`src/OramTestPkg.sv`:
```
// Shared widths and command codes of the ORAM test wrapper
package OramTestPkg;

	// Beat width, same on the frontend and DRAM data buses
	localparam int DataWidth = 64;
	// One DRAM mask bit per byte
	localparam int MaskWidth = DataWidth / 8;

	// Block address on the user port
	localparam int AddrWidth = 16;
	// DRAM address counts beats
	localparam int DramAddrWidth = 24;

	// ----------------------------------------------------------
	// User commands
	// ----------------------------------------------------------
	localparam int CmdWidth = 2;
	localparam logic [CmdWidth-1:0] CmdWrite = 2'd0;
	localparam logic [CmdWidth-1:0] CmdRead = 2'd1;

	// ----------------------------------------------------------
	// DRAM commands, DDR3 controller codes
	// ----------------------------------------------------------
	localparam int DramCmdWidth = 3;
	localparam logic [DramCmdWidth-1:0] DramCmdWrite = 3'd0;
	localparam logic [DramCmdWidth-1:0] DramCmdRead = 3'd1;

endpackage

```
`src/BeatCounter.sv`:
```
`timescale 1ns/1ps
// Modulo counter for beats within a block, with last-beat flag
module BeatCounter #(
	parameter int BeatsPerBlock = 4,
	localparam int IndexWidth = (BeatsPerBlock > 1) ? $clog2(BeatsPerBlock) : 1
) (
	input  logic                  Clock,
	input  logic                  arstN,
	input  logic                  BeatStep,
	input  logic                  BeatClear,
	output logic [IndexWidth-1:0] BeatIndex,
	output logic                  LastBeat
);

	assign LastBeat = (BeatIndex == IndexWidth'(BeatsPerBlock - 1));

	// Clear wins over step
	always_ff @(posedge Clock or negedge arstN) begin
		if (!arstN) begin
			BeatIndex <= '0;
		end else if (BeatClear) begin
			BeatIndex <= '0;
		end else if (BeatStep) begin
			// Wrap after the last beat
			if (LastBeat)
				BeatIndex <= '0;
			else
				BeatIndex <= BeatIndex + 1'b1;
		end
	end

endmodule

```
`src/BlockBuffer.sv`:
```
`timescale 1ns/1ps
// Beat storage for one block plus its latched write mask
module BlockBuffer import OramTestPkg::*; #(
	parameter int BeatsPerBlock = 4,
	localparam int IndexWidth = (BeatsPerBlock > 1) ? $clog2(BeatsPerBlock) : 1
) (
	input  logic                     Clock,
	input  logic                     arstN,
	input  logic                     BufWrite,
	input  logic                     BufFromDram,
	input  logic [IndexWidth-1:0]    BeatIndex,
	input  logic [BeatsPerBlock-1:0] WMask,
	input  logic                     LoadMask,
	input  logic [DataWidth-1:0]     DataIn,
	input  logic [DataWidth-1:0]     DramReadData,
	output logic [DataWidth-1:0]     BeatData,
	output logic [MaskWidth-1:0]     BeatMask
);

	logic [DataWidth-1:0] beats [BeatsPerBlock];
	// One bit per beat, 1 means the beat is written
	logic [BeatsPerBlock-1:0] maskReg;

	// Fill from user or from DRAM, slot given by the beat counter
	always_ff @(posedge Clock) begin
		if (BufWrite)
			beats[BeatIndex] <= BufFromDram ? DramReadData : DataIn;
	end

	// Mask captured when the command is accepted
	always_ff @(posedge Clock or negedge arstN) begin
		if (!arstN)
			maskReg <= '1;
		else if (LoadMask)
			maskReg <= WMask;
	end

	// Same slot feeds DataOut and DRAM write data
	assign BeatData = beats[BeatIndex];

	// DRAM mask is active high, all ones drops the beat
	assign BeatMask = maskReg[BeatIndex] ? {MaskWidth{1'b0}} : {MaskWidth{1'b1}};

endmodule

```
`src/AccessFsm.sv`:
```
`timescale 1ns/1ps
// Sequencer for one block read or write at a time
// Also runs the endless dummy read loop for power tests
module AccessFsm import OramTestPkg::*; #(
	parameter int BeatsPerBlock = 4
) (
	input  logic                     Clock,
	input  logic                     arstN,
	input  logic [CmdWidth-1:0]      Cmd,
	input  logic [AddrWidth-1:0]     PAddr,
	input  logic                     CmdValid,
	output logic                     CmdReady,
	input  logic                     DataInValid,
	output logic                     DataInReady,
	output logic                     DataOutValid,
	input  logic                     DataOutReady,
	output logic [DramAddrWidth-1:0] DramAddress,
	output logic [DramCmdWidth-1:0]  DramCommand,
	output logic                     DramCommandValid,
	input  logic                     DramCommandReady,
	input  logic                     DramReadDataValid,
	output logic                     DramWriteDataValid,
	input  logic                     DramWriteDataReady,
	input  logic                     DummyMode,
	input  logic                     LastBeat,
	output logic                     BeatStep,
	output logic                     BeatClear,
	output logic                     BufWrite,
	output logic                     BufFromDram
);

	typedef enum logic [2:0] {
		Idle,
		FillFromUser,
		IssueDram,
		WriteBeats,
		CollectRead,
		DrainToUser
	} stateT;

	stateT state;
	stateT stateNext;
	logic [AddrWidth-1:0] blockAddr;
	logic isWrite;
	logic cmdFire;
	logic dramCmdFire;

	assign cmdFire = CmdValid && CmdReady;
	assign dramCmdFire = DramCommandValid && DramCommandReady;

	// ----------------------------------------------------------
	// Next state
	// ----------------------------------------------------------
	always_comb begin
		stateNext = state;
		case (state)
			Idle: begin
				// Dummy loop skips the user side entirely
				if (DummyMode)
					stateNext = IssueDram;
				else if (cmdFire)
					stateNext = (Cmd == CmdWrite) ? FillFromUser : IssueDram;
			end
			FillFromUser:
				if (BeatStep && LastBeat)
					stateNext = IssueDram;
			IssueDram:
				if (dramCmdFire)
					stateNext = isWrite ? WriteBeats : CollectRead;
			WriteBeats:
				if (BeatStep && LastBeat)
					stateNext = Idle;
			CollectRead:
				// Dummy reads are dropped once collected
				if (BeatStep && LastBeat)
					stateNext = DummyMode ? Idle : DrainToUser;
			DrainToUser:
				if (BeatStep && LastBeat)
					stateNext = Idle;
			default:
				stateNext = Idle;
		endcase
	end

	// ----------------------------------------------------------
	// State, block address and direction
	// ----------------------------------------------------------
	always_ff @(posedge Clock or negedge arstN) begin
		if (!arstN) begin
			state <= Idle;
			blockAddr <= '0;
			isWrite <= 1'b0;
		end else begin
			state <= stateNext;
			if (state == Idle && DummyMode) begin
				// Own address walk in dummy mode
				blockAddr <= blockAddr + 1'b1;
				isWrite <= 1'b0;
			end else if (cmdFire) begin
				blockAddr <= PAddr;
				isWrite <= (Cmd == CmdWrite);
			end
		end
	end

	// Handshake outputs straight from the state
	assign CmdReady = (state == Idle) && !DummyMode;
	assign DataInReady = (state == FillFromUser);
	assign DataOutValid = (state == DrainToUser);
	assign DramCommandValid = (state == IssueDram);
	assign DramWriteDataValid = (state == WriteBeats);

	// Block base in beats
	assign DramAddress = DramAddrWidth'(blockAddr) * DramAddrWidth'(BeatsPerBlock);
	assign DramCommand = isWrite ? DramCmdWrite : DramCmdRead;

	// One step per beat transfer in the current state
	always_comb begin
		case (state)
			FillFromUser: BeatStep = DataInValid;
			WriteBeats:   BeatStep = DramWriteDataReady;
			CollectRead:  BeatStep = DramReadDataValid;
			DrainToUser:  BeatStep = DataOutReady;
			default:      BeatStep = 1'b0;
		endcase
	end

	// Counter restarts on every state entry
	assign BeatClear = (stateNext != state);

	assign BufFromDram = (state == CollectRead);
	assign BufWrite = ((state == FillFromUser) && DataInValid) ||
		((state == CollectRead) && DramReadDataValid);

endmodule

```
`src/TrafficPatternGen.sv`:
```
`timescale 1ns/1ps
// On-chip traffic generator, writes pattern blocks and reads them back
// Mismatching beats are counted, saturating
module TrafficPatternGen import OramTestPkg::*; #(
	parameter int BeatsPerBlock = 4,
	parameter int PatternBlocks = 8,
	localparam int IndexWidth = (BeatsPerBlock > 1) ? $clog2(BeatsPerBlock) : 1,
	localparam int BlockWidth = (PatternBlocks > 1) ? $clog2(PatternBlocks) : 1
) (
	input  logic                 Clock,
	input  logic                 arstN,
	input  logic                 Enable,
	output logic [CmdWidth-1:0]  Cmd,
	output logic [AddrWidth-1:0] PAddr,
	output logic                 CmdValid,
	input  logic                 CmdReady,
	output logic [DataWidth-1:0] DataIn,
	output logic                 DataInValid,
	input  logic                 DataInReady,
	input  logic [DataWidth-1:0] DataOut,
	input  logic                 DataOutValid,
	output logic                 DataOutReady,
	output logic                 PatternDone,
	output logic [7:0]           PatternErrors
);

	typedef enum logic [2:0] {
		TgIdle,
		TgWriteCmd,
		TgWriteData,
		TgReadCmd,
		TgReadData
	} tgStateT;

	tgStateT state;
	logic enableQ;
	logic start;
	logic [IndexWidth-1:0] beatIdx;
	logic [BlockWidth-1:0] blockIdx;
	logic beatLast;
	logic blockLast;
	logic beatStep;
	logic blockStep;
	logic [15:0] patValue;
	logic [DataWidth-1:0] expected;

	// Run begins on the rising edge of the mode level
	assign start = Enable && !enableQ;

	// Beat j of block b carries b*256+j, repeated over the word
	assign patValue = (16'(blockIdx) << 8) | 16'(beatIdx);
	assign expected = {(DataWidth / 16){patValue}};

	assign beatStep = ((state == TgWriteData) && DataInReady) ||
		((state == TgReadData) && DataOutValid);
	assign blockStep = beatStep && beatLast;

	BeatCounter #(.BeatsPerBlock(BeatsPerBlock)) i_beatCounter (
		.Clock(Clock), .arstN(arstN),
		.BeatStep(beatStep), .BeatClear(start),
		.BeatIndex(beatIdx), .LastBeat(beatLast)
	);

	// Block counter, wraps back to 0 between write and read passes
	BeatCounter #(.BeatsPerBlock(PatternBlocks)) i_blockCounter (
		.Clock(Clock), .arstN(arstN),
		.BeatStep(blockStep), .BeatClear(start),
		.BeatIndex(blockIdx), .LastBeat(blockLast)
	);

	// ----------------------------------------------------------
	// Sequence and checking
	// ----------------------------------------------------------
	always_ff @(posedge Clock or negedge arstN) begin
		if (!arstN) begin
			state <= TgIdle;
			enableQ <= 1'b0;
			PatternDone <= 1'b0;
			PatternErrors <= '0;
		end else begin
			enableQ <= Enable;
			if (start) begin
				state <= TgWriteCmd;
				PatternDone <= 1'b0;
				PatternErrors <= '0;
			end else begin
				case (state)
					TgWriteCmd:
						if (CmdReady)
							state <= TgWriteData;
					TgWriteData:
						if (blockStep)
							state <= blockLast ? TgReadCmd : TgWriteCmd;
					TgReadCmd:
						if (CmdReady)
							state <= TgReadData;
					TgReadData: begin
						// Compare each returned beat, stop counting at 255
						if (DataOutValid && DataOut != expected && PatternErrors != 8'hFF)
							PatternErrors <= PatternErrors + 1'b1;
						if (blockStep && blockLast) begin
							state <= TgIdle;
							PatternDone <= 1'b1;
						end else if (blockStep) begin
							state <= TgReadCmd;
						end
					end
					default:
						state <= TgIdle;
				endcase
			end
		end
	end

	assign Cmd = (state == TgWriteCmd) ? CmdWrite : CmdRead;
	assign PAddr = AddrWidth'(blockIdx);
	assign CmdValid = (state == TgWriteCmd) || (state == TgReadCmd);
	assign DataIn = expected;
	assign DataInValid = (state == TgWriteData);
	assign DataOutReady = (state == TgReadData);

endmodule

```
`src/DummyReadResponder.sv`:
```
`timescale 1ns/1ps
// Local DRAM stand-in for power runs that answers reads with LFSR data
module DummyReadResponder import OramTestPkg::*; #(
	parameter int BeatsPerBlock = 4,
	parameter int DummyLatency = 3,
	localparam int IndexWidth = (BeatsPerBlock > 1) ? $clog2(BeatsPerBlock) : 1,
	localparam int TimerWidth = $clog2(DummyLatency) + 1
) (
	input  logic                 Clock,
	input  logic                 arstN,
	input  logic                 CommandValid,
	output logic                 CommandReady,
	output logic [DataWidth-1:0] ReadData,
	output logic                 ReadDataValid
);

	logic waiting;
	logic sending;
	logic accept;
	logic lastBeat;
	logic [TimerWidth-1:0] timer;
	logic [DataWidth-1:0] lfsr;

	// One command at a time
	assign CommandReady = !waiting && !sending;
	assign accept = CommandValid && CommandReady;

	BeatCounter #(.BeatsPerBlock(BeatsPerBlock)) i_beatCounter (
		.Clock(Clock), .arstN(arstN),
		.BeatStep(sending), .BeatClear(accept),
		.BeatIndex(), .LastBeat(lastBeat)
	);

	always_ff @(posedge Clock or negedge arstN) begin
		if (!arstN) begin
			waiting <= 1'b0;
			sending <= 1'b0;
			timer <= '0;
			lfsr <= 64'hACE1_2468_BDF1_3579;
		end else begin
			if (accept) begin
				waiting <= 1'b1;
				timer <= TimerWidth'(DummyLatency - 1);
			end else if (waiting) begin
				// First beat DummyLatency cycles after accept
				if (timer == '0) begin
					waiting <= 1'b0;
					sending <= 1'b1;
				end else begin
					timer <= timer - 1'b1;
				end
			end else if (sending && lastBeat) begin
				sending <= 1'b0;
			end
			// x^64 + x^63 + x^61 + x^60 + 1
			if (sending)
				lfsr <= {lfsr[62:0], lfsr[63] ^ lfsr[62] ^ lfsr[60] ^ lfsr[59]};
		end
	end

	assign ReadData = lfsr;
	assign ReadDataValid = sending;

endmodule

```
`src/OramTestWrap.sv`:
```
`timescale 1ns/1ps
// Tapeout test wrapper around the block engine
// Mode steering, traffic pattern generator and dummy DRAM responder
module OramTestWrap import OramTestPkg::*; #(
	parameter int BeatsPerBlock = 4,
	parameter int PatternBlocks = 8,
	parameter int DummyLatency = 3,
	localparam int IndexWidth = (BeatsPerBlock > 1) ? $clog2(BeatsPerBlock) : 1
) (
	input  logic                     Clock,
	input  logic                     arstN,
	// User command
	input  logic [CmdWidth-1:0]      Cmd,
	input  logic [AddrWidth-1:0]     PAddr,
	input  logic [BeatsPerBlock-1:0] WMask,
	input  logic                     CmdValid,
	output logic                     CmdReady,
	// User data
	input  logic [DataWidth-1:0]     DataIn,
	input  logic                     DataInValid,
	output logic                     DataInReady,
	output logic [DataWidth-1:0]     DataOut,
	output logic                     DataOutValid,
	input  logic                     DataOutReady,
	// DRAM
	output logic [DramAddrWidth-1:0] DramAddress,
	output logic [DramCmdWidth-1:0]  DramCommand,
	output logic                     DramCommandValid,
	input  logic                     DramCommandReady,
	input  logic [DataWidth-1:0]     DramReadData,
	input  logic                     DramReadDataValid,
	output logic [DataWidth-1:0]     DramWriteData,
	output logic [MaskWidth-1:0]     DramWriteMask,
	output logic                     DramWriteDataValid,
	input  logic                     DramWriteDataReady,
	// Test modes and status
	input  logic                     ModeTrafficGen,
	input  logic                     ModeDummyGen,
	output logic                     PatternDone,
	output logic [7:0]               PatternErrors
);

	// Engine user side
	logic [CmdWidth-1:0] engCmd;
	logic [AddrWidth-1:0] engPAddr;
	logic [BeatsPerBlock-1:0] engWMask;
	logic engCmdValid;
	logic engCmdReady;
	logic [DataWidth-1:0] engDataIn;
	logic engDataInValid;
	logic engDataInReady;
	logic engDataOutValid;
	logic engDataOutReady;
	// Engine DRAM side
	logic [DramCmdWidth-1:0] engDramCommand;
	logic engDramCommandValid;
	logic engDramCommandReady;
	logic [DataWidth-1:0] engDramReadData;
	logic engDramReadDataValid;
	logic engDramWriteDataValid;
	logic engDramWriteDataReady;
	// Engine internals
	logic beatStep;
	logic beatClear;
	logic lastBeat;
	logic [IndexWidth-1:0] beatIndex;
	logic bufWrite;
	logic bufFromDram;
	logic loadMask;
	logic [DataWidth-1:0] beatData;
	logic [MaskWidth-1:0] beatMask;
	// Traffic generator
	logic [CmdWidth-1:0] tgCmd;
	logic [AddrWidth-1:0] tgPAddr;
	logic tgCmdValid;
	logic tgCmdReady;
	logic [DataWidth-1:0] tgDataIn;
	logic tgDataInValid;
	logic tgDataInReady;
	logic tgDataOutValid;
	logic tgDataOutReady;
	// Dummy responder
	logic dgCmdValid;
	logic dgCmdReady;
	logic [DataWidth-1:0] dgReadData;
	logic dgReadDataValid;
	// Who owns the engine user port
	logic pinSide;
	logic tgSide;

	// ----------------------------------------------------------
	// User port steering, dummy mode blocks both sides
	// ----------------------------------------------------------
	assign pinSide = !ModeTrafficGen && !ModeDummyGen;
	assign tgSide = ModeTrafficGen && !ModeDummyGen;

	assign engCmd = ModeTrafficGen ? tgCmd : Cmd;
	assign engPAddr = ModeTrafficGen ? tgPAddr : PAddr;
	// Generator always writes whole blocks
	assign engWMask = ModeTrafficGen ? {BeatsPerBlock{1'b1}} : WMask;
	assign engDataIn = ModeTrafficGen ? tgDataIn : DataIn;

	assign engCmdValid = (ModeTrafficGen ? tgCmdValid : CmdValid) && !ModeDummyGen;
	assign tgCmdReady = tgSide && engCmdReady;
	assign CmdReady = pinSide && engCmdReady;

	assign engDataInValid = (ModeTrafficGen ? tgDataInValid : DataInValid) && !ModeDummyGen;
	assign tgDataInReady = tgSide && engDataInReady;
	assign DataInReady = pinSide && engDataInReady;

	assign DataOut = beatData;
	assign tgDataOutValid = tgSide && engDataOutValid;
	assign DataOutValid = pinSide && engDataOutValid;
	assign engDataOutReady = (ModeTrafficGen ? tgDataOutReady : DataOutReady) && !ModeDummyGen;

	// ----------------------------------------------------------
	// DRAM port steering, dummy mode keeps the pins quiet
	// ----------------------------------------------------------
	assign DramCommand = engDramCommand;
	assign DramCommandValid = engDramCommandValid && !ModeDummyGen;
	assign dgCmdValid = ModeDummyGen && engDramCommandValid && (engDramCommand == DramCmdRead);
	assign engDramCommandReady = ModeDummyGen ? dgCmdReady : DramCommandReady;

	assign engDramReadData = ModeDummyGen ? dgReadData : DramReadData;
	assign engDramReadDataValid = ModeDummyGen ? dgReadDataValid : DramReadDataValid;

	assign DramWriteData = beatData;
	assign DramWriteMask = beatMask;
	assign DramWriteDataValid = engDramWriteDataValid && !ModeDummyGen;
	// Writes sink silently in dummy mode
	assign engDramWriteDataReady = ModeDummyGen || DramWriteDataReady;

	// Mask latched on command acceptance
	assign loadMask = engCmdValid && engCmdReady;

	// ----------------------------------------------------------
	// Block engine
	// ----------------------------------------------------------
	AccessFsm #(.BeatsPerBlock(BeatsPerBlock)) i_accessFsm (
		.Clock(Clock), .arstN(arstN),
		.Cmd(engCmd), .PAddr(engPAddr),
		.CmdValid(engCmdValid), .CmdReady(engCmdReady),
		.DataInValid(engDataInValid), .DataInReady(engDataInReady),
		.DataOutValid(engDataOutValid), .DataOutReady(engDataOutReady),
		.DramAddress(DramAddress), .DramCommand(engDramCommand),
		.DramCommandValid(engDramCommandValid), .DramCommandReady(engDramCommandReady),
		.DramReadDataValid(engDramReadDataValid),
		.DramWriteDataValid(engDramWriteDataValid), .DramWriteDataReady(engDramWriteDataReady),
		.DummyMode(ModeDummyGen), .LastBeat(lastBeat),
		.BeatStep(beatStep), .BeatClear(beatClear),
		.BufWrite(bufWrite), .BufFromDram(bufFromDram)
	);

	BeatCounter #(.BeatsPerBlock(BeatsPerBlock)) i_beatCounter (
		.Clock(Clock), .arstN(arstN),
		.BeatStep(beatStep), .BeatClear(beatClear),
		.BeatIndex(beatIndex), .LastBeat(lastBeat)
	);

	BlockBuffer #(.BeatsPerBlock(BeatsPerBlock)) i_blockBuffer (
		.Clock(Clock), .arstN(arstN),
		.BufWrite(bufWrite), .BufFromDram(bufFromDram), .BeatIndex(beatIndex),
		.WMask(engWMask), .LoadMask(loadMask),
		.DataIn(engDataIn), .DramReadData(engDramReadData),
		.BeatData(beatData), .BeatMask(beatMask)
	);

	// ----------------------------------------------------------
	// Self-test blocks
	// ----------------------------------------------------------
	TrafficPatternGen #(
		.BeatsPerBlock(BeatsPerBlock),
		.PatternBlocks(PatternBlocks)
	) i_trafficPatternGen (
		.Clock(Clock), .arstN(arstN), .Enable(ModeTrafficGen),
		.Cmd(tgCmd), .PAddr(tgPAddr), .CmdValid(tgCmdValid), .CmdReady(tgCmdReady),
		.DataIn(tgDataIn), .DataInValid(tgDataInValid), .DataInReady(tgDataInReady),
		.DataOut(beatData), .DataOutValid(tgDataOutValid), .DataOutReady(tgDataOutReady),
		.PatternDone(PatternDone), .PatternErrors(PatternErrors)
	);

	DummyReadResponder #(
		.BeatsPerBlock(BeatsPerBlock),
		.DummyLatency(DummyLatency)
	) i_dummyReadResponder (
		.Clock(Clock), .arstN(arstN),
		.CommandValid(dgCmdValid), .CommandReady(dgCmdReady),
		.ReadData(dgReadData), .ReadDataValid(dgReadDataValid)
	);

endmodule

```
`config.mk`:
```
export PLATFORM = sky130hd
export DESIGN_NAME = OramTestWrap
export DESIGN_NICKNAME = d
export VERILOG_FILES = /design/src/OramTestPkg.sv /design/src/BeatCounter.sv /design/src/BlockBuffer.sv /design/src/AccessFsm.sv /design/src/TrafficPatternGen.sv /design/src/DummyReadResponder.sv /design/src/OramTestWrap.sv
export SDC_FILE = /design/constraint.sdc
export NUM_CORES = 1
export LEC_CHECK = 0
export BUFFER_PORTS_ARGS = -buffer_cell sky130_fd_sc_hd__buf_2
export CORE_UTILIZATION = 40
export DETAILED_ROUTE_END_ITERATION = 7
export PLACE_DENSITY = 0.7
export SYNTH_ARGS = -nofsm -noshare
export SYNTH_HDL_FRONTEND = slang
export SYNTH_SLANG_ARGS = --single-unit
export TNS_END_PERCENT = 100
```
`constraint.sdc`:
```
create_clock -name Clock -period 8.9 [get_ports Clock]
set_input_delay 2.67 -clock Clock [delete_from_list [all_inputs] [get_ports Clock]]
set_output_delay 2.67 -clock Clock [all_outputs]
set_load 0.005 [all_outputs]
```
==> insert_results.sql, run 1 <==
INSERT INTO impl_metrics (metric_group, metric, value, unit) VALUES
('logic_synthesis', 'number_of_flops_mapped_to_enable_cells_by_yosys', '256', ''),
('global_routing', 'largest_net_degree_at_the_start_of_global_routing', '90', ''),
('global_routing', 'grt_pass1_wl', '68.0', 'mm'),
('timing', 'tightest_slew', '1.11', 'ns'),
('cts', 'htree_levels', '2', ''),
('cts', 'clk_latency', '0.54', 'ns'),
('logic_synthesis', 'syn_area', '17300', 'um2'),
('cts', 'cts_post_setup_buffers_inserted', '0', ''),
('pwr', 'peak_supply_drop', '125', 'uV'),
('cts', 'cts_hold_buf', '0', ''),
('detailed_routing', 'antenna_left', '0', ''),
('global_routing', 'grt_pass1_vias', '11056', ''),
('timing', 'finalSetupTns', '0', 'ns'),
('setup_path', 'critPathLaunchType', 'input pin', ''),
('pwr', 'p_int', '0.00365', 'W'),
('cts', 'cts_resized', '0', ''),
('logic_synthesis', 'flip_flop_and_latch_count_after_synthesis', '371', ''),
('placement', 'place_hpwl', '31.2', 'mm'),
('global_routing', 'antenna_found_initial', '10', ''),
('logic_synthesis', 'ys.flop_type', 'edfxtp_1', ''),
('hold_path', 'worst_hold_path_type', 'reg2reg', ''),
('logic_synthesis', 'synth.distinct_cells', '62', ''),
('timing', 'rsz_0062_raised_after_global_routing', 'no', ''),
('pwr', 'netSwitchingPower', '0.00163', 'W'),
('setup_path', 'critical_path.reg2reg.endpoint', 'i_trafficPatternGen.PatternErrors[3]', ''),
('setup_path', 'cell_by_cell_trace_of_the_critical_path', 'buf_2 > inv_2 > and3_1 > buf_2', ''),
('placement', 'port_buffers', '326', ''),
('setup_path', 'worst-r2r-cell-count', '7', ''),
('hold_path', 'worstHoldEndpoint', 'i_dummyReadResponder.timer[1]', ''),
('floorplanning', 'floorplan.initialDensity', '41.0', '%'),
('global_routing', 'grt-ovfl-total', '0', ''),
('setup_path', 'worstSetupEndpointType', 'primary output', ''),
('pwr', 'seqPwrFrac', '44.2', '%'),
('final_layout', 'mostFrequentLayoutCell', 'buf_2', ''),
('detailed_routing', 'vias_per_cell', '5.48', ''),
('cts', 'clkSinkCount', '371', ''),
('placement', 'total_placed_cells_including_tap_cells', '1998', ''),
('logic_synthesis', 'syn-mean-instance-area', '14.1', 'um2'),
('setup_path', 'crit_path_top_delay_cell', 'buf_2', ''),
('final_layout', 'syn_to_final_growth', '16.5', '%'),
('status', 'status', 'finished clean', ''),
('floorplanning', 'die-width', '210', 'um'),
('setup_path', 'timing_worst_setup_path_type', 'in2out', ''),
('setup_path', 'cp_data_required_time', '6.23', 'ns'),
('setup_path', 'critPathMaxStageDelay', '0.41', 'ns'),
('final_layout', 'mostFrequentLayoutCells', 'buf_2 (324), edfxtp_1 (256), dfrtp_1 (75)', ''),
('timing', 'maxSlewHeadroom', '25.9', '%'),
('logic_synthesis', 'ys_seq_area_share', '61.2', '%'),
('detailed_routing', 'routed_wire_length_per_instance', '22.1', 'um'),
('pwr', 'power_frac_comb', '25.3', '%'),
('timing', 'hold_viol_final', '0', ''),
('detailed_routing', 'dr.first_iter.drc_count', '782', ''),
('logic_synthesis', 'synth.yosys.warnings', '0', ''),
('floorplanning', 'core_ar', '42300', 'um2'),
('final_layout', 'final_instance_count_without_filler_cells', '2075', ''),
('setup_path', 'critical_path.reg2reg.startpoint', 'i_beatCounter.BeatIndex[0]', ''),
('cts', 'tritoncts', 'yes', ''),
('cts', 'cts.root.buffer_cell', 'clkbuf_16', ''),
('detailed_routing', 'drt_drc_violations_left', '0', ''),
('setup_path', 'worst-path-max-fanout', '29', ''),
('timing', 'final-setup-viol-count', '0', ''),
('timing', 'fin_crit_sh', '73.9', '%'),
('setup_path', 'cell_mode_on_critical_path', 'buf_2', ''),
('final_layout', 'fillers', '3722', ''),
('cts', 'cts.path.max_buffers', '3', ''),
('timing', 'max_freq', '152', 'MHz'),
('timing', 'maxSlewViolCount', '0', ''),
('hold_path', 'hold_start', 'i_dummyReadResponder.timer[1]', ''),
('cts', 'clkTransAtPathRegs', '0.06', 'ns'),
('hold_path', 'hold_depth', '1', ''),
('pwr', 'total_power', '0.00528', 'W');
==> kinds of logic (layout without fill, tap and decap cells) <==
logic type,count (synthesis),in the layout,share of synthesized area (%)
fa+ha+maj,12,12,0.865
xor+xnor,8,8,0.404
mux,189,189,16.1
compound gates,198,198,7.29
flops,371,371,61.2
buf+inv,170,417,5.62
simple gates,283,283,8.57
other cells,1,20,0.0216
==> sequential cells by signal, indices dropped and copies added, names as in the netlist, 3 cells and up <==
register and cells:
i_blockBuffer.beats 256, i_dummyReadResponder.ReadData 64, i_accessFsm.blockAddr 16, i_trafficPatternGen.PatternErrors 8, i_blockBuffer.maskReg 4, i_accessFsm.state 3
i_dummyReadResponder.timer 3, i_trafficPatternGen.i_blockCounter.BeatIndex 3, i_trafficPatternGen.state 3
==> synthesized netlist by cell type, drive strengths merged, types with 37 or more instances <==
library cell | n | area, um2
nand3 | 56 | 280
clkbuf | 51 | 191
dfstp | 37 | 972
mux4 | 65 | 1460
dfrtp | 78 | 1950
nor2 | 40 | 150
mux2 | 65 | 732
mux2i | 59 | 591
nand2 | 62 | 233
edfxtp | 256 | 7690
buf | 103 | 723
o21ai | 59 | 295
==> critical path, delay by kind of cell <==
kind                   cells  cell delay [ns]
and+or+nand+nor            1             0.30
buffers and inverters      3             0.94
==> how the worst max path moves through the flow <==
stage                   end           start  slack, ns
2_1_floorplan   DataInReady  ModeTrafficGen       2.50
3_3_place_gp   DataOutValid  ModeTrafficGen       2.33
3_5_place_dp   DataOutValid  ModeTrafficGen       2.34
4_1_cts        DataOutValid  ModeTrafficGen       2.33
5_1_grt        DataOutValid  ModeTrafficGen       2.24
6_report       DataOutValid  ModeTrafficGen       2.32
==> layout make-up <==
class	count	area (um2)	share of cell area, %
timing repair buffer	334	1700	8.41
clock inverter	24	258	1.28
multi-input combinational	700	5820	28.8
inverter	16	60.1	0.297
tap	577	722	3.57
antenna	10	25.0	0.124
clock buffer	43	1000	4.95
sequential	371	10600	52.6
==> metal layers <==
layer / routed length, um / global-route usage, % / up-vias
met4: 1010 / 6.34 / 0
met1: 20400 / 29.1 / 5789
li1: - / - / 5130
met5: 0 / 0 / -
met2: 22200 / 33.0 / 389
met3: 2330 / 2.47 / 66
==> per-stage QoR <==
stage | cell area (um2) | worst slack, ns | util [%] | hold slack (ns)
floorplan | 17400 | 2.50 | - | 0.459
global placement | 18900 | 2.33 | 44.7 | 0.468
detailed placement | 18900 | 2.34 | 44.7 | 0.476
CTS | 20200 | 2.33 | 47.7 | 0.490
global route | 20200 | 2.24 | 47.7 | 0.502
finish | 20200 | 2.32 | 47.7 | 0.487
==> power groups by stage <==
stage	Sequential (W)	Clock, W	Combinational, W
CTS	0.00234	0.00163	0.00135
detailed placement	0.00237	0	0.00134
finish	0.00233	0.00161	0.00134
floorplan	0.00221	0	0.00109
global placement	0.00236	0	0.00132
global route	0.00236	0.00169	0.00147
No activity file was read; power rests on OpenSTA's default activity.
==> run 2: changes to the inputs <==
--- a/config.mk
+++ b/config.mk
@@ -5,6 +5,7 @@
 export SDC_FILE = /design/constraint.sdc
 export NUM_CORES = 1
 export LEC_CHECK = 0
+export ABC_AREA = 1
 export BUFFER_PORTS_ARGS = -buffer_cell sky130_fd_sc_hd__buf_2
 export CORE_UTILIZATION = 40
 export DETAILED_ROUTE_END_ITERATION = 7
==> constraint.sdc (replaced) <==
create_clock -name Clock -period 6.25 [get_ports Clock]
set_input_delay 1.875 -clock Clock [delete_from_list [all_inputs] [get_ports Clock]]
set_output_delay 1.875 -clock Clock [all_outputs]
set_load 0.005 [all_outputs]
==> run 2 against run 1 <==
- register-to-register slack lost 1.6 ns
- clock skew grew 0.011 ns
- sequential power grew 30%
- synthesized cell count grew 64%
- synthesized area grew 5.2%
- final cell count grew 38%
- sequential share of layout area shrank 1.8 points
- largest power group unchanged
==> insert_results.sql, run 2 <==
INSERT INTO impl_metrics (metric_group, metric, value, unit) VALUES
('status', 'status', 'finished clean', ''),
('floorplanning', 'die-width', '216', 'um'),
('placement', 'gp_congestion', '0.929', ''),
('setup_path', 'worst-path-max-fanout', '51', ''),
('logic_synthesis', 'synth.distinct_cells', '42', ''),
('logic_synthesis', 'post-synth-top-area-cell', 'edfxtp_1', ''),
('floorplanning', 'core_ar', '44600', 'um2'),
('detailed_routing', 'drt_drc_violations_left', '0', ''),
('setup_path', 'critical_path.reg2reg.endpoint', 'i_trafficPatternGen.PatternErrors[6]', ''),
('logic_synthesis', 'synth.yosys.warnings', '0', ''),
('final_layout', 'layout.nets', '2407', ''),
('final_layout', 'mostFrequentLayoutCell', 'nand2_1', ''),
('final_layout', 'design_area', '20900', 'um2'),
('cts', 'clk_latency', '0.55', 'ns'),
('logic_synthesis', 'ys.flop_type', 'edfxtp_1', ''),
('logic_synthesis', 'postSynthCellCount', '2024', ''),
('setup_path', 'cp_data_arrival_time', '2.92', 'ns'),
('final_layout', 'largest_register_ffs', '256', ''),
('logic_synthesis', 'number_of_flops_mapped_to_enable_cells_by_yosys', '256', ''),
('cts', 'cts.path.max_buffers', '3', ''),
('final_layout', 'mostFrequentLayoutCells', 'nand2_1 (633), buf_2 (325), edfxtp_1 (256)', ''),
('logic_synthesis', 'synth_top_area_share', '42.1', '%'),
('detailed_routing', 'routed_wl', '51.3', 'mm'),
('global_routing', 'grt_pass1_wl', '77.7', 'mm'),
('timing', 'max_freq', '209', 'MHz'),
('placement', 'placed_area', '19700', 'um2'),
('timing', 'maxSlewViolCount', '0', ''),
('cts', 'clkSinkCount', '371', ''),
('detailed_routing', 'vias_per_cell', '5.16', ''),
('global_routing', 'grt_pass1_vias', '13762', ''),
('placement', 'port_buffers', '326', ''),
('timing', 'fin_crit_sh', '76.7', '%'),
('final_layout', 'layout-drive-gt1-share', '20.4', '%'),
('cts', 'cts_inserted_buffers', '37', ''),
('hold_path', 'hold_start', 'i_blockBuffer.maskReg[2]', ''),
('setup_path', 'cp_data_required_time', '4.38', 'ns'),
('setup_path', 'critPathLaunchType', 'flop', ''),
('flow_run', 'max_cap_viol', '0', ''),
('setup_path', 'worstSetupEndpointType', 'primary output', ''),
('detailed_routing', 'routed_wire_length_per_instance', '17.9', 'um'),
('setup_path', 'timing_worst_setup_path_type', 'reg2out', ''),
('setup_path', 'critical_path.reg2reg.startpoint', 'i_beatCounter.BeatIndex[0]', ''),
('global_routing', 'antenna_found_initial', '0', ''),
('timing', 'tightest_slew', '1.12', 'ns'),
('global_routing', 'largest_net_degree_at_the_start_of_global_routing', '125', ''),
('floorplanning', 'die_height', '216', 'um'),
('logic_synthesis', 'syn-mean-instance-area', '9.02', 'um2'),
('timing', 'final-setup-viol-count', '0', ''),
('logic_synthesis', 'syn_area', '18200', 'um2'),
('pwr', 'peak_supply_drop', '217', 'uV'),
('detailed_routing', 'antenna_left', '0', ''),
('logic_synthesis', 'flip_flop_and_latch_count_after_synthesis', '371', ''),
('placement', 'place_hpwl', '36.6', 'mm'),
('cts', 'clkTransAtPathRegs', '0.06', 'ns'),
('cts', 'htree_levels', '2', ''),
('timing', 'maxSlewHeadroom', '24.3', '%'),
('pwr', 'power.density', '345', 'nW/um2'),
('logic_synthesis', 'most_frequent_cell_after_synthesis', 'nand2_1', ''),
('detailed_routing', 'detailroute.via_count', '14735', ''),
('detailed_routing', 'dr.first_iter.drc_count', '1308', ''),
('timing', 'finalSetupTns', '0', 'ns'),
('setup_path', 'rrSetupSlack', '2.95', 'ns'),
('floorplanning', 'fp.dieArea', '46500', 'um2'),
('global_routing', 'track_usage', '21.6', '%'),
('timing', 'rsz_0062_raised_after_global_routing', 'no', ''),
('detailed_routing', 'drt_pre_antenna_iters', '5', ''),
('final_layout', 'finish.utilization', '46.9', '%'),
('logic_synthesis', 'postSynth.asyncResetShare', '31.0', '%'),
('cts', 'cts.root.buffer_cell', 'clkbuf_16', ''),
('final_layout', 'largest_register_by_flop_count', 'i_blockBuffer.beats', ''),
('final_layout', 'syn_to_final_growth', '14.7', '%'),
('setup_path', 'worst-r2r-cell-count', '15', ''),
('cts', 'cts_resized', '0', ''),
('hold_path', 'worst_hold_path_type', 'reg2reg', ''),
('floorplanning', 'floorplan.initialDensity', '40.9', '%'),
('hold_path', 'worstHoldEndpoint', 'i_blockBuffer.maskReg[2]', ''),
('hold_path', 'hold_depth', '2', ''),
('timing', 'min_period', '4.80', 'ns'),
('pwr', 'power.static_leakage', '9.10', 'nW'),
('pwr', 'total_power', '0.00723', 'W'),
('timing', 'hold_viol_final', '0', ''),
('cts', 'tritoncts', 'yes', ''),
('cts', 'cts_post_setup_buffers_inserted', '0', ''),
('logic_synthesis', 'ys_seq_area_share', '58.1', '%'),
('logic_synthesis', 'ys_top_cells_by_area', 'edfxtp_1 (42%), nand2_1 (13%), dfrtp_1 (11%)', ''),
('global_routing', 'grt-ovfl-total', '0', ''),
('floorplanning', 'row_count', '77', ''),
('timing', 'fin_worst_skew', '0.0240', 'ns'),
('cts', 'cts_hold_buf', '0', ''),
('logic_synthesis', 'top_cells_by_instance_count_after_synthesis', 'nand2_1 (633), edfxtp_1 (256), nand3_1 (230)', ''),
('floorplanning', 'boundaryPins', '337', '');
==> run 2: worst max path at each step <==
stage,from,to,cells past startpoint
after CTS,i_beatCounter.BeatIndex[0],DataOut[32],6
after global routing,i_beatCounter.BeatIndex[0],DramWriteData[32],6
final,i_beatCounter.BeatIndex[0],DramWriteData[7],7
after detailed placement,ModeTrafficGen,i_blockBuffer.beats[2][46],9
after global placement,ModeTrafficGen,i_blockBuffer.beats[1][43],9
after floorplan,ModeTrafficGen,i_blockBuffer.beats[0][0],7
==> run 2: per-stage QoR <==
step	std cells	hold WS (ns)	setup slack, ns
floorplan	2033	0.451	0.587
global placement	2788	0.461	1.71
detailed placement	2788	0.469	1.69
CTS	2855	0.477	1.44
global route	2855	0.499	1.23
finish	2858	0.481	1.45
==> run 2: layer usage <==
layer | vias up | part of all wire [%] | GRT usage, %
met2 | 663 | 45 | 33.7
met3 | 85 | 7.3 | 2.69
li1 | 7033 | - | -
met4 | 0 | 2.6 | 6.31
met5 | - | 0 | 0
met1 | 6954 | 45 | 31.5
==> run 2: worst max-delay path, cell delays in order (launching register included) <==
cell     delay [ns]
dfrtp_4        0.69
inv_4          0.50
buf_4          0.52
nand2_1        0.12
nand3_1        0.10
nand2_1        0.17
inv_1          0.11
buf_2          0.11
==> run 2: area by class of cell <==
cell class,count,area (um2)
Antenna cell,3,7.51
Clock buffer,45,986
Clock inverter,22,213
Fill cell,4149,23700
Inverter,197,742
Multi-Input combinational cell,1284,5850
Sequential cell,371,10600
Tap cell,592,741
Timing Repair Buffer,344,1780
==> run 2: kinds of logic (layout without fill, tap and decap cells) <==
kind of cell             after synthesis  count (layout)  share of synthesized area (%)
AND/OR/NAND/NOR                      972             972                           22.2
buffers and inverters                378             608                           10.2
flip-flops                           371             371                           58.1
AO/OA/AOI/OAI                        274             274                           7.91
XOR/XNOR                              16              16                          0.768
adder cells (fa/ha/maj)               12              12                          0.823
other                                  1              13                         0.0205
==> run 2: report_power, final <==
group / internal (W) / switching, W
Clock: 0.00123 / 0.000959
Combinational: 0.000654 / 0.00135
Sequential: 0.00288 / 0.000157
==> run 3: changes to the inputs <==
--- a/config.mk
+++ b/config.mk
@@ -9,7 +9,7 @@
 export BUFFER_PORTS_ARGS = -buffer_cell sky130_fd_sc_hd__buf_2
 export CORE_UTILIZATION = 40
 export DETAILED_ROUTE_END_ITERATION = 7
-export PLACE_DENSITY = 0.7
+export PLACE_DENSITY = 0.72
 export SYNTH_ARGS = -nofsm -noshare
 export SYNTH_HDL_FRONTEND = slang
 export SYNTH_SLANG_ARGS = --single-unit
==> constraint.sdc (replaced) <==
create_clock -name Clock -period 4 [get_ports Clock]
set_input_delay 1.2 -clock Clock [delete_from_list [all_inputs] [get_ports Clock]]
set_output_delay 1.2 -clock Clock [all_outputs]
set_load 0.005 [all_outputs]
==> run 3 against run 2 <==
- utilization increased by 0.40 points
- critical path depth did not move
- flip-flop and latch count unchanged
- clock power is 50% higher
- register-to-register slack worse by 1.8 ns
- critical path type unchanged
- critical endpoint is now DataOut[0]
==> insert_results.sql, run 3 (same netlist as run 2, synthesis figures left out) <==
INSERT INTO impl_metrics (metric_group, metric, value, unit) VALUES
('status', 'status', 'finished clean', ''),
('timing', 'min_period', '3.70', 'ns'),
('detailed_routing', 'drt_drc_violations_left', '0', ''),
('timing', 'fin_worst_skew', '0.0198', 'ns'),
('floorplanning', 'die-width', '216', 'um'),
('detailed_routing', 'antenna_left', '0', ''),
('global_routing', 'antenna_found_initial', '1', ''),
('global_routing', 'grt_pass1_vias', '13811', ''),
('timing', 'hold_viol_final', '0', ''),
('detailed_routing', 'dr.first_iter.drc_count', '1606', ''),
('floorplanning', 'core_ar', '44600', 'um2'),
('cts', 'tritoncts', 'yes', ''),
('global_routing', 'track_usage', '22.1', '%'),
('cts', 'clkTransAtPathRegs', '0.07', 'ns'),
('final_layout', 'layout.nets', '2425', ''),
('final_layout', 'largest_register_by_flop_count', 'i_blockBuffer.beats', ''),
('floorplanning', 'fp.dieArea', '46500', 'um2'),
('final_layout', 'final_instance_count_without_filler_cells', '2874', ''),
('detailed_routing', 'routed_wire_length_per_instance', '18.3', 'um'),
('final_layout', 'syn_to_final_growth', '15.7', '%'),
('cts', 'cts.root.buffer_cell', 'clkbuf_16', ''),
('final_layout', 'mostFrequentLayoutCell', 'nand2_1', ''),
('floorplanning', 'row_count', '77', ''),
('final_layout', 'layout-drive-gt1-share', '21.1', '%'),
('timing', 'maxSlewHeadroom', '26.3', '%'),
('floorplanning', 'die_height', '216', 'um'),
('flow_run', 'max_cap_viol', '0', ''),
('final_layout', 'finish.utilization', '47.3', '%'),
('pwr', 'peak_supply_drop', '334', 'uV'),
('floorplanning', 'boundaryPins', '337', ''),
('timing', 'maxSlewViolCount', '0', ''),
('detailed_routing', 'drt_pre_antenna_iters', '6', ''),
('timing', 'max_freq', '271', 'MHz'),
('timing', 'rsz_0062_raised_after_global_routing', 'no', ''),
('floorplanning', 'floorplan.initialDensity', '40.9', '%'),
('detailed_routing', 'detailroute.via_count', '14923', ''),
('placement', 'total_placed_cells_including_tap_cells', '2806', ''),
('detailed_routing', 'routed_wl', '52.5', 'mm'),
('global_routing', 'grt-ovfl-total', '0', ''),
('setup_path', 'cp_data_required_time', '2.80', 'ns'),
('global_routing', 'largest_net_degree_at_the_start_of_global_routing', '134', ''),
('hold_path', 'worst_hold_path_type', 'reg2reg', ''),
('placement', 'place_hpwl', '37.1', 'mm'),
('pwr', 'power.density', '533', 'nW/um2'),
('cts', 'htree_levels', '2', ''),
('pwr', 'power.static_leakage', '9.18', 'nW'),
('setup_path', 'timing_worst_setup_path_type', 'reg2out', ''),
('detailed_routing', 'vias_per_cell', '5.19', ''),
('timing', 'tightest_slew', '1.11', 'ns'),
('cts', 'cts_post_setup_buffers_inserted', '0', ''),
('cts', 'cts_hold_buf', '0', ''),
('timing', 'fin_crit_sh', '92.4', '%'),
('setup_path', 'worst-path-max-fanout', '45', ''),
('cts', 'cts_inserted_buffers', '37', ''),
('cts', 'cts_resized', '0', ''),
('setup_path', 'critPathLaunchType', 'flop', ''),
('timing', 'final-setup-viol-count', '0', ''),
('global_routing', 'grt_pass1_wl', '79.2', 'mm'),
('final_layout', 'design_area', '21100', 'um2'),
('cts', 'cts.path.max_buffers', '3', ''),
('setup_path', 'cp_data_arrival_time', '2.50', 'ns'),
('placement', 'gp_congestion', '0.915', ''),
('placement', 'placed_area', '20000', 'um2'),
('final_layout', 'mostFrequentLayoutCells', 'nand2_1 (633), buf_2 (325), edfxtp_1 (256)', ''),
('placement', 'port_buffers', '326', ''),
('cts', 'clk_latency', '0.54', 'ns'),
('setup_path', 'worstSetupEndpointType', 'primary output', ''),
('final_layout', 'largest_register_ffs', '256', ''),
('cts', 'clkSinkCount', '371', '');
## run 3: cell count changes in the layout (fill, tap and decap cells not counted), moves of 2 or more
| cell | previous run | this run |
|---|---|---|
| buf_4 | 18 | 28 |
| buf_12 | 1 | 9 |
| clkinv_1 | 10 | 4 |
| clkbuf_1 | 5 | 9 |
| clkinvlp_4 | 1 | 4 |
| diode_2 | 3 | 1 |
## run 3: final timing paths
| kind | from | endpoint | slack (ns) | cells after the start |
|---|---|---|---|---|
| worst min register to register | i_blockBuffer.maskReg[3] | i_blockBuffer.maskReg[3] | 0.47 | 2 |
| min in group asynchronous | arstN | i_trafficPatternGen.PatternErrors[4] | 0.76 | 1 |
| max in group asynchronous | arstN | i_dummyReadResponder.ReadData[29] | 2.39 | 2 |
| worst max-delay path | i_beatCounter.BeatIndex[0] | DataOut[0] | 0.30 | 7 |
| worst min-delay path | i_blockBuffer.maskReg[3] | i_blockBuffer.maskReg[3] | 0.47 | 2 |
| worst max register to register | i_beatCounter.BeatIndex[1] | i_trafficPatternGen.PatternErrors[0] | 1.17 | 14 |
## run 3: per-layer routing
layer | share of wire [%] | wire length (um) | track usage [%] | up-vias
met4 | 2.7 | 1430 | 6.83 | 0
met3 | 7.3 | 3830 | 3.02 | 77
met1 | 46 | 24200 | 33.6 | 7077
met2 | 44 | 23000 | 32.6 | 701
met5 | 0 | 0 | 0 | -
li1 | - | - | - | 7068
## run 3: power by group
group | leakage [nW] | internal [W] | switching, W | total (W)
Clock | 0.551 | 0.00184 | 0.00145 | 0.00329
Combinational | 4.86 | 0.00108 | 0.00219 | 0.00327
Sequential | 3.77 | 0.00450 | 0.000204 | 0.00470
## run 3: stage by stage
step	total power [W]	setup slack [ns]	TNS [ns]	hold slack [ns]
6_report	0.0113	0.304	0	0.471
3_5_place_dp	0.00804	0.697	0	0.465
3_3_place_gp	0.00798	0.763	0	0.464
4_1_cts	0.0113	0.300	0	0.474
5_1_grt	0.0118	0.125	0	0.485
2_1_floorplan	0.00699	-0.988	-252.85	0.451
## run 3: final cells by class
cell class,instances,area (um2)
Clock inverter,18,151
Clock buffer,49,995
Multi-Input combinational cell,1284,5850
Antenna cell,1,2.50
Sequential cell,371,10600
Fill cell,4195,23500
Tap cell,592,741
Inverter,197,742
Timing Repair Buffer,362,2020
## run 3: critical path: stages (launching register included)
cell	delay, ns
dfrtp_4	0.50
inv_4	0.40
buf_4	0.39
nand2_1	0.09
nand3_1	0.09
nand2_1	0.12
inv_1	0.18
buf_2	0.15
